**src/rtl/sched_pkg.sv**
```systemverilog
package sched_pkg;

    // bank organisation
    localparam int NUM_GROUPS      = 2;
    localparam int BANKS_PER_GROUP = 4;
    localparam int NUM_BANKS       = NUM_GROUPS * BANKS_PER_GROUP;
    localparam int BANK_BITS       = $clog2(NUM_BANKS);   // {group, bank} as one index

    // address fields
    localparam int ROW_BITS        = 8;
    localparam int COL_BITS        = 4;
    localparam int REQ_ADDR_BITS   = BANK_BITS + ROW_BITS + COL_BITS;  // group, bank, row, col
    localparam int CMD_ADDR_BITS   = 11;

    localparam int DATA_BITS       = 32;
    localparam int QUEUE_DEPTH     = 4;    // entries per bank, equal to the credits per bank

    // bank timing in clock cycles
    localparam int ACT_LATENCY     = 8;    // activate to read or write
    localparam int PRE_LATENCY     = 5;    // precharge to activate

    // one queued request, the bank is implied by the queue holding it
    typedef struct packed {
        logic [ROW_BITS-1:0]  row;
        logic [COL_BITS-1:0]  col;
        logic                 write;
        logic [DATA_BITS-1:0] data;
    } bank_req_t;

    typedef enum logic [1:0] {
        CMD_READ      = 2'd0,
        CMD_WRITE     = 2'd1,
        CMD_ACTIVATE  = 2'd2,
        CMD_PRECHARGE = 2'd3
    } dram_cmd_e;

    // activate carries the row
    typedef struct packed {
        logic [BANK_BITS-1:0] bank;
        logic [ROW_BITS-1:0]  row;
    } row_view_t;

    // read, write and precharge carry the column
    typedef struct packed {
        logic [BANK_BITS-1:0]                        bank;
        logic [CMD_ADDR_BITS-BANK_BITS-COL_BITS-1:0] zero;
        logic [COL_BITS-1:0]                         col;
    } col_view_t;

    // bank index sits in the top bits of both views
    typedef union packed {
        row_view_t row_v;
        col_view_t col_v;
    } cmd_addr_u;

    typedef struct packed {
        logic                 valid;
        dram_cmd_e            cmd;
        cmd_addr_u            addr;
        logic [DATA_BITS-1:0] data;   // zero unless write
    } dram_cmd_t;

    typedef struct packed {
        logic                 valid;
        logic [BANK_BITS-1:0] bank;
    } credit_t;

endpackage

```
**src/rtl/req_intake.sv**
```systemverilog
`timescale 1ns/10ps

module req_intake
    import sched_pkg::*;
(
    input  logic                     clk_in,
    input  logic                     rst_in,
    input  logic                     req_valid,
    input  logic [REQ_ADDR_BITS-1:0] req_addr,
    input  logic                     req_write,
    input  logic [DATA_BITS-1:0]     req_data,
    output logic [NUM_BANKS-1:0]     push,
    output bank_req_t                push_req
);

    logic [BANK_BITS-1:0] bank_idx;
    bank_req_t            req_split;

    // address split, bank group and bank together form the flat index
    always_comb begin
        bank_idx        = req_addr[REQ_ADDR_BITS-1 -: BANK_BITS];
        req_split.row   = req_addr[COL_BITS +: ROW_BITS];
        req_split.col   = req_addr[COL_BITS-1:0];
        req_split.write = req_write;
        req_split.data  = req_data;
    end

    // one-hot steering toward the bank queue
    always_ff @(posedge clk_in or posedge rst_in) begin
        if (rst_in) begin
            push <= '0;
        end else begin
            push <= '0;
            if (req_valid) begin
                push[bank_idx] <= 1'b1;
            end
        end
    end

    always_ff @(posedge clk_in) begin
        if (req_valid) begin
            push_req <= req_split;  // payload only
        end
    end

endmodule

```
**src/rtl/bank_queue.sv**
```systemverilog
`timescale 1ns/10ps

module bank_queue
    import sched_pkg::*;
(
    input  logic      clk_in,
    input  logic      rst_in,
    input  logic      push,
    input  bank_req_t push_req,
    input  logic      pop,
    output bank_req_t head,
    output logic      head_valid
);

    typedef logic [$clog2(QUEUE_DEPTH)-1:0] ptr_t;

    bank_req_t                        mem [QUEUE_DEPTH];
    ptr_t                             wr_ptr;
    ptr_t                             rd_ptr;
    logic [$clog2(QUEUE_DEPTH+1)-1:0] count;

    // wrap explicitly so a depth that is not a power of two also works
    function automatic ptr_t next_ptr(input ptr_t p);
        if (p == ptr_t'(QUEUE_DEPTH - 1)) begin
            return '0;
        end
        return p + 1'b1;
    endfunction

    assign head       = mem[rd_ptr];
    assign head_valid = (count != '0);

    always_ff @(posedge clk_in) begin
        if (push) begin
            mem[wr_ptr] <= push_req;
        end
    end

    // credits upstream keep push from ever hitting a full queue
    always_ff @(posedge clk_in or posedge rst_in) begin
        if (rst_in) begin
            wr_ptr <= '0;
            rd_ptr <= '0;
            count  <= '0;
        end else begin
            if (push) begin
                wr_ptr <= next_ptr(wr_ptr);
            end
            if (pop) begin
                rd_ptr <= next_ptr(rd_ptr);
            end
            case ({push, pop})
                2'b10:   count <= count + 1'b1;
                2'b01:   count <= count - 1'b1;
                default: count <= count;         // idle or push and pop together
            endcase
        end
    end

endmodule

```
**src/rtl/bank_tracker.sv**
```systemverilog
`timescale 1ns/10ps

module bank_tracker
    import sched_pkg::*;
(
    input  logic                               clk_in,
    input  logic                               rst_in,
    input  dram_cmd_t                          issue,
    output logic [NUM_BANKS-1:0][ROW_BITS-1:0] open_row,
    output logic [NUM_BANKS-1:0]               bank_open,
    output logic [NUM_BANKS-1:0]               bank_busy
);

    typedef logic [$clog2(ACT_LATENCY)-1:0] timer_t;

    timer_t               timer [NUM_BANKS];
    logic [NUM_BANKS-1:0] act_pend;     // activate in flight, opens when the timer expires
    logic [BANK_BITS-1:0] issue_bank;
    logic                 issue_act;
    logic                 issue_pre;

    // both union views hold the bank in the same bits
    assign issue_bank = issue.addr.row_v.bank;
    assign issue_act  = issue.valid && (issue.cmd == CMD_ACTIVATE);
    assign issue_pre  = issue.valid && (issue.cmd == CMD_PRECHARGE);

    // the issue cycle itself already blocks the bank, the timer covers the rest
    always_comb begin
        for (int b = 0; b < NUM_BANKS; b++) begin
            bank_busy[b] = (timer[b] != '0)
                           || ((issue_act || issue_pre) && (issue_bank == BANK_BITS'(b)));
        end
    end

    always_ff @(posedge clk_in or posedge rst_in) begin
        if (rst_in) begin
            bank_open <= '0;
            act_pend  <= '0;
            for (int b = 0; b < NUM_BANKS; b++) begin
                timer[b] <= '0;
            end
        end else begin
            for (int b = 0; b < NUM_BANKS; b++) begin
                if (timer[b] != '0) begin
                    timer[b] <= timer[b] - 1'b1;
                    if (timer[b] == timer_t'(1) && act_pend[b]) begin
                        bank_open[b] <= 1'b1;   // row now usable
                        act_pend[b]  <= 1'b0;
                    end
                end
            end
            if (issue_act) begin
                timer[issue_bank]    <= timer_t'(ACT_LATENCY - 1);
                act_pend[issue_bank] <= 1'b1;
            end else if (issue_pre) begin
                timer[issue_bank]     <= timer_t'(PRE_LATENCY - 1);
                bank_open[issue_bank] <= 1'b0;
            end
        end
    end

    // row value only matters while bank_open is set
    always_ff @(posedge clk_in) begin
        if (issue_act) begin
            open_row[issue_bank] <= issue.addr.row_v.row;
        end
    end

endmodule

```
**src/rtl/cmd_arbiter.sv**
```systemverilog
`timescale 1ns/10ps

module cmd_arbiter
    import sched_pkg::*;
(
    input  logic                               clk_in,
    input  logic                               rst_in,
    input  logic                               cmd_ready,
    input  bank_req_t [NUM_BANKS-1:0]          head,
    input  logic [NUM_BANKS-1:0]               head_valid,
    input  logic [NUM_BANKS-1:0][ROW_BITS-1:0] open_row,
    input  logic [NUM_BANKS-1:0]               bank_open,
    input  logic [NUM_BANKS-1:0]               bank_busy,
    output logic [NUM_BANKS-1:0]               pop,
    output dram_cmd_t                          cmd_out,
    output credit_t                            credit_out
);

    logic [NUM_BANKS-1:0] hit;
    logic [NUM_BANKS-1:0] need_act;
    logic [NUM_BANKS-1:0] need_pre;
    logic                 sel_valid;
    logic [BANK_BITS-1:0] sel_bank;
    dram_cmd_e            sel_cmd;
    bank_req_t            sel_req;
    logic                 sel_access;
    dram_cmd_t            cmd_next;

    // classify each bank head that may be served now
    always_comb begin
        for (int b = 0; b < NUM_BANKS; b++) begin
            hit[b]      = head_valid[b] && !bank_busy[b] && bank_open[b]
                          && (open_row[b] == head[b].row);
            need_act[b] = head_valid[b] && !bank_busy[b] && !bank_open[b];
            need_pre[b] = head_valid[b] && !bank_busy[b] && bank_open[b]
                          && (open_row[b] != head[b].row);
        end
    end

    // later loops override earlier ones, descending index so the lowest bank wins
    always_comb begin
        sel_valid = 1'b0;
        sel_bank  = '0;
        sel_cmd   = CMD_READ;
        for (int b = NUM_BANKS - 1; b >= 0; b--) begin
            if (need_pre[b]) begin
                sel_valid = 1'b1;
                sel_bank  = BANK_BITS'(b);
                sel_cmd   = CMD_PRECHARGE;
            end
        end
        for (int b = NUM_BANKS - 1; b >= 0; b--) begin
            if (need_act[b]) begin
                sel_valid = 1'b1;
                sel_bank  = BANK_BITS'(b);
                sel_cmd   = CMD_ACTIVATE;
            end
        end
        for (int b = NUM_BANKS - 1; b >= 0; b--) begin
            if (hit[b]) begin
                sel_valid = 1'b1;
                sel_bank  = BANK_BITS'(b);
                sel_cmd   = head[b].write ? CMD_WRITE : CMD_READ;
            end
        end
    end

    assign sel_req    = head[sel_bank];
    assign sel_access = (sel_cmd == CMD_READ) || (sel_cmd == CMD_WRITE);

    // only a column access consumes the queue entry
    always_comb begin
        pop = '0;
        if (cmd_ready && sel_valid && sel_access) begin
            pop[sel_bank] = 1'b1;
        end
    end

    always_comb begin
        cmd_next.valid = cmd_ready && sel_valid;
        cmd_next.cmd   = sel_cmd;
        if (sel_cmd == CMD_ACTIVATE) begin
            cmd_next.addr.row_v.bank = sel_bank;
            cmd_next.addr.row_v.row  = sel_req.row;
        end else begin
            cmd_next.addr.col_v.bank = sel_bank;
            cmd_next.addr.col_v.zero = '0;
            cmd_next.addr.col_v.col  = sel_req.col;
        end
        cmd_next.data = (sel_cmd == CMD_WRITE) ? sel_req.data : '0;
    end

    always_ff @(posedge clk_in or posedge rst_in) begin
        if (rst_in) begin
            cmd_out    <= '0;
            credit_out <= '0;
        end else begin
            cmd_out          <= cmd_next;
            credit_out.valid <= cmd_ready && sel_valid && sel_access;  // same edge as the pop
            credit_out.bank  <= sel_bank;
        end
    end

endmodule

```
**src/rtl/dram_scheduler.sv**
```systemverilog
`timescale 1ns/10ps

module dram_scheduler
    import sched_pkg::*;
(
    input  logic                     clk_in,
    input  logic                     rst_in,
    input  logic                     req_valid,
    input  logic [REQ_ADDR_BITS-1:0] req_addr,
    input  logic                     req_write,
    input  logic [DATA_BITS-1:0]     req_data,
    input  logic                     cmd_ready,
    output dram_cmd_t                cmd_out,
    output credit_t                  credit_out
);

    logic [NUM_BANKS-1:0]               push;
    bank_req_t                          push_req;
    logic [NUM_BANKS-1:0]               pop;
    bank_req_t [NUM_BANKS-1:0]          head;
    logic [NUM_BANKS-1:0]               head_valid;
    logic [NUM_BANKS-1:0][ROW_BITS-1:0] open_row;
    logic [NUM_BANKS-1:0]               bank_open;
    logic [NUM_BANKS-1:0]               bank_busy;

    req_intake i_intake (
        .clk_in   (clk_in),
        .rst_in   (rst_in),
        .req_valid(req_valid),
        .req_addr (req_addr),
        .req_write(req_write),
        .req_data (req_data),
        .push     (push),
        .push_req (push_req)
    );

    // one queue per bank, all share the registered request
    for (genvar b = 0; b < NUM_BANKS; b++) begin : g_queue
        bank_queue i_queue (
            .clk_in    (clk_in),
            .rst_in    (rst_in),
            .push      (push[b]),
            .push_req  (push_req),
            .pop       (pop[b]),
            .head      (head[b]),
            .head_valid(head_valid[b])
        );
    end

    bank_tracker i_tracker (
        .clk_in   (clk_in),
        .rst_in   (rst_in),
        .issue    (cmd_out),      // registered command feeds back
        .open_row (open_row),
        .bank_open(bank_open),
        .bank_busy(bank_busy)
    );

    cmd_arbiter i_arbiter (
        .clk_in    (clk_in),
        .rst_in    (rst_in),
        .cmd_ready (cmd_ready),
        .head      (head),
        .head_valid(head_valid),
        .open_row  (open_row),
        .bank_open (bank_open),
        .bank_busy (bank_busy),
        .pop       (pop),
        .cmd_out   (cmd_out),
        .credit_out(credit_out)
    );

endmodule

```
**config.mk**
```make
export PLATFORM = sky130hd
export DESIGN_NAME = dram_scheduler
export DESIGN_NICKNAME = d
export VERILOG_FILES = /design/src/rtl/sched_pkg.sv /design/src/rtl/req_intake.sv /design/src/rtl/bank_queue.sv /design/src/rtl/bank_tracker.sv /design/src/rtl/cmd_arbiter.sv /design/src/rtl/dram_scheduler.sv
export SDC_FILE = /design/constraint.sdc
export NUM_CORES = 2
export LEC_CHECK = 0
export BUFFER_PORTS_ARGS = -buffer_cell sky130_fd_sc_hd__buf_2
export CORE_ASPECT_RATIO = 0.75
export CORE_MARGIN = 4
export CORE_UTILIZATION = 55
export CTS_CLUSTER_DIAMETER = 200
export DETAILED_ROUTE_END_ITERATION = 12
export MAX_ROUTING_LAYER = met4
export PLACE_DENSITY = 0.72
export REMOVE_ABC_BUFFERS = 1
export SKIP_LAST_GASP = 1
export SYNTH_ARGS = -nofsm -noshare
export SYNTH_HDL_FRONTEND = slang
export SYNTH_HIERARCHICAL = 1
export SYNTH_SLANG_ARGS = --single-unit
```
**constraint.sdc**
```tcl
create_clock -name clk_in -period 7.57 [get_ports clk_in]
set_input_delay 2.271 -clock clk_in [delete_from_list [all_inputs] [get_ports clk_in]]
set_output_delay 2.271 -clock clk_in [all_outputs]
set_load 0.05 [all_outputs]
```
==> impl_results.md <==
* Critical Path AT at 6650 ps
* Mux cell area share after synthesis at 15.2%
* Register area at 50300 um^2
* Ports at 102
* Synth-to-layout area growth at 9.96%
* Vias in the first global route at 34100
* WP data required at 8090 ps
* Clk sinks at 1700
* Initial Utilization at 55.6%
* Number of synthesized register bits at 1700
* Status: finished clean
* Power density over cell area at 344 nW/um^2
* # DRC at 0
* CTS max path bufs at 3
* CP max FO at 33
* TritonCTS Buffers at 156
* Ys flop type: edfxtp_1
* H-tree Lvls at 4
* Total GRT Usage at 27.5%
* Synth Area in Adders at 1.56%
* Xor/xnor share of the synthesized area at 1.23%
* Worst-path clk slew at 60 ps
* Crit Path Category: reg2reg
* Gpl congestion at 0.954
* Core Area at 123000 um^2
* Leak pwr at 24.2 nW
* Final setup violation count at 0
* Top cells by area, synth: edfxtp_1 68%, mux4_2 10%, dfrtp_1 5.5%
* Post-DP HPWL at 95000 um
* Vias/cell at 6.59
* Post-synthesis async set-or-reset flop share at 8.88%
* Tightest Pin Transition at 1410 ps
* Antenna violations before repair at 8
* Layout fillers at 8250
* Multi-input logic area at 16400 um^2
* Post-CTS Setup Bufs at 0
* CTS Hold Buffers Added at 0
* Dpl ws at 1630 ps
* CTS resizes at 0
* Share of cells above drive strength 1 at 24.6%
* Top cell type's share of synthesized area at 68.2%
* Cell variety after synth at 85
* Die area at 130000 um^2
* Row cnt at 111
* Power, Total at 25.8 mW
* Synth area leader: edfxtp_1
* Final Hold Violating Endpoints at 0
* DRT iter0 DRCs at 4905
* Post-Synth Simple-Gate Area at 3.41%
* Crit path capture type: register
* Detail Route Antenna Nets at 0
* CTS tree: done
* FMAX at 0.163 GHz
* DR vias at 33900
* Clk Latency, worst-skew pair at 780 ps
* DIE HEIGHT at 313 um
* DRT Wirelength at 172000 um
* Post-synthesis sequential area ratio at 73.7%
* Largest family of logic cells by synthesized area: multiplexers
* Unrepaired setup endpoints after global routing: no
* Largest net degree at the start of global routing at 117
* Clock Root Buffer: clkbuf_16
* DR WL/cell at 33.5 um
* Mean Syn Cell Area at 21.2 um^2
* First-pass GRT wire length at 247000 um
* Cells after synthesis at 3210
* Fin. max-slew vios at 0
* Nets at 3496
* Final hold slack at 464 ps
* DRT Pass-1 Iters at 7
* Worst hold path type: reg2reg
* Number of synthesized flops with an enable pin at 1549
* Tmin final at 6130 ps
* Die Span X at 415 um
* Mapped cell area at 68200 um^2
* Max-cap violations at 0
* PortBufs at 101
* Compound-gate portion of the synthesized area at 2.47%
* Fin crit share at 81.0%
* Syn. warnings at 6
* Grt ovf at 0
* Startpoint types: register
* Setup ws final at 1440 ps
* Worst VDD drop at 0.646 mV
* Worst rel slew slack at 3.31%
* Clock Skew at 22.8 ps
[sequential cells by signal (all words and copies together) (netlist names)]
name / count
i_tracker/timer: 24
i_tracker/act_pend: 8
g_queue.i_queue/mem: 1440
g_queue.i_queue/rd_ptr: 16
i_intake/push_req: 45
i_tracker/bank_open: 8
i_tracker/open_row: 64
i_arbiter/cmd_out: 44
g_queue.i_queue/count: 24
i_intake/push: 8
g_queue.i_queue/wr_ptr: 16
i_arbiter/credit_out: 3
[worst max-delay path, cell delays in order (launching register included)]
cell and delay [ps]:
dfrtp_4 810, mux4_2 620, xor2_1 170, nor4_2 740
nand3_1 300, nor2b_1 240, o211ai_2 110, a31o_4 660
buf_4 520, nand2_1 120, nor3_1 390, nand2b_1 90
mux2i_1 1040
[layer usage]
metal / GRT usage (%) / part of all wire (%) / vias to the layer above / routed length (um)
li1: - / - / 13600 / -
met1: 40.4 / 41 / 18100 / 71200
met2: 39.8 / 45 / 1899 / 78100
met3: 6.44 / 11 / 252 / 18900
met4: 6.84 / 2.2 / 0 / 3840
met5: - / 0 / - / 0
[placed cells by master, fill, tap and decap left out, types with 25 or more instances in the layout]
master	count
mux2_2	29
buf_2	100
dfrtp_1	135
nand4b_1	63
mux4_1	48
nor2_1	36
inv_1	66
ha_1	72
clkbuf_16	162
o21ai_0	50
nand3_1	25
edfxtp_1	1549
nand2_1	37
buf_4	50
xnor2_1	78
mux2i_1	122
mux4_2	312
mux2_4	27
clkinv_1	28
clkbuf_1	39
nand4_1	45
a221oi_2	36
[path summary, 6_finish.rpt]
kind	to	slack (ps)	start	cells after the start
min in group asynchronous	i_arbiter/credit_out[3]	1480	rst_in	2
min reg2reg	g_queue[1].i_queue/count[2]	460	g_queue[1].i_queue/count[2]	1
max in group asynchronous	i_arbiter/cmd_out[29]	4920	rst_in	3
min	g_queue[1].i_queue/count[2]	460	g_queue[1].i_queue/count[2]	1
max	g_queue[2].i_queue/rd_ptr[0]	1440	g_queue[0].i_queue/rd_ptr[0]	12
max reg2reg	g_queue[2].i_queue/rd_ptr[0]	1440	g_queue[0].i_queue/rd_ptr[0]	12
[kinds of logic (layout without fill, tap and decap cells)]
group           after synthesis  count (layout)
flops                      1700            1700
mux                         548             548
simple gates                359             359
buf+inv                     224             504
compound gates              203             203
xor+xnor                     96              96
fa+ha+maj                    80              80
other cells                   0              12
[cell usage after synthesis (all sizes together), types with 45 or more instances]
| library cell | number |
|---|---|
| nand4 | 45 |
| ha | 72 |
| xnor2 | 78 |
| mux4 | 360 |
| mux2i | 122 |
| dfrtp | 151 |
| mux2 | 66 |
| buf | 133 |
| nand4b | 63 |
| inv | 68 |
| o21ai | 55 |
| edfxtp | 1549 |
[report_power, final]
part	switching, mW	internal, mW
clock network	3.38	4.40
logic	4.52	2.13
registers	0.516	10.8
[area by class of cell]
class                      count  share of cell area, %
sequential                  1700                   67.1
multi-input combinational   1286                   21.8
clock buffer                 211                   5.78
tap                         1638                   2.73
timing repair buffer         152                   1.22
clock inverter                73                  0.914
inverter                      68                  0.345
antenna                       12                 0.0400
[metrics by stage]
step	std cells	TNS, ps	instance area [um^2]	util [%]
6_report	5140	0	75000	61.2
4_1_cts	5128	0	75000	61.1
3_3_place_gp	4844	0	69900	57.0
5_1_grt	5140	0	75000	61.2
2_1_floorplan	3054	-2500	66800	-
3_5_place_dp	4844	0	69900	57.0
Note: power is estimated with default switching activity, not from simulation.
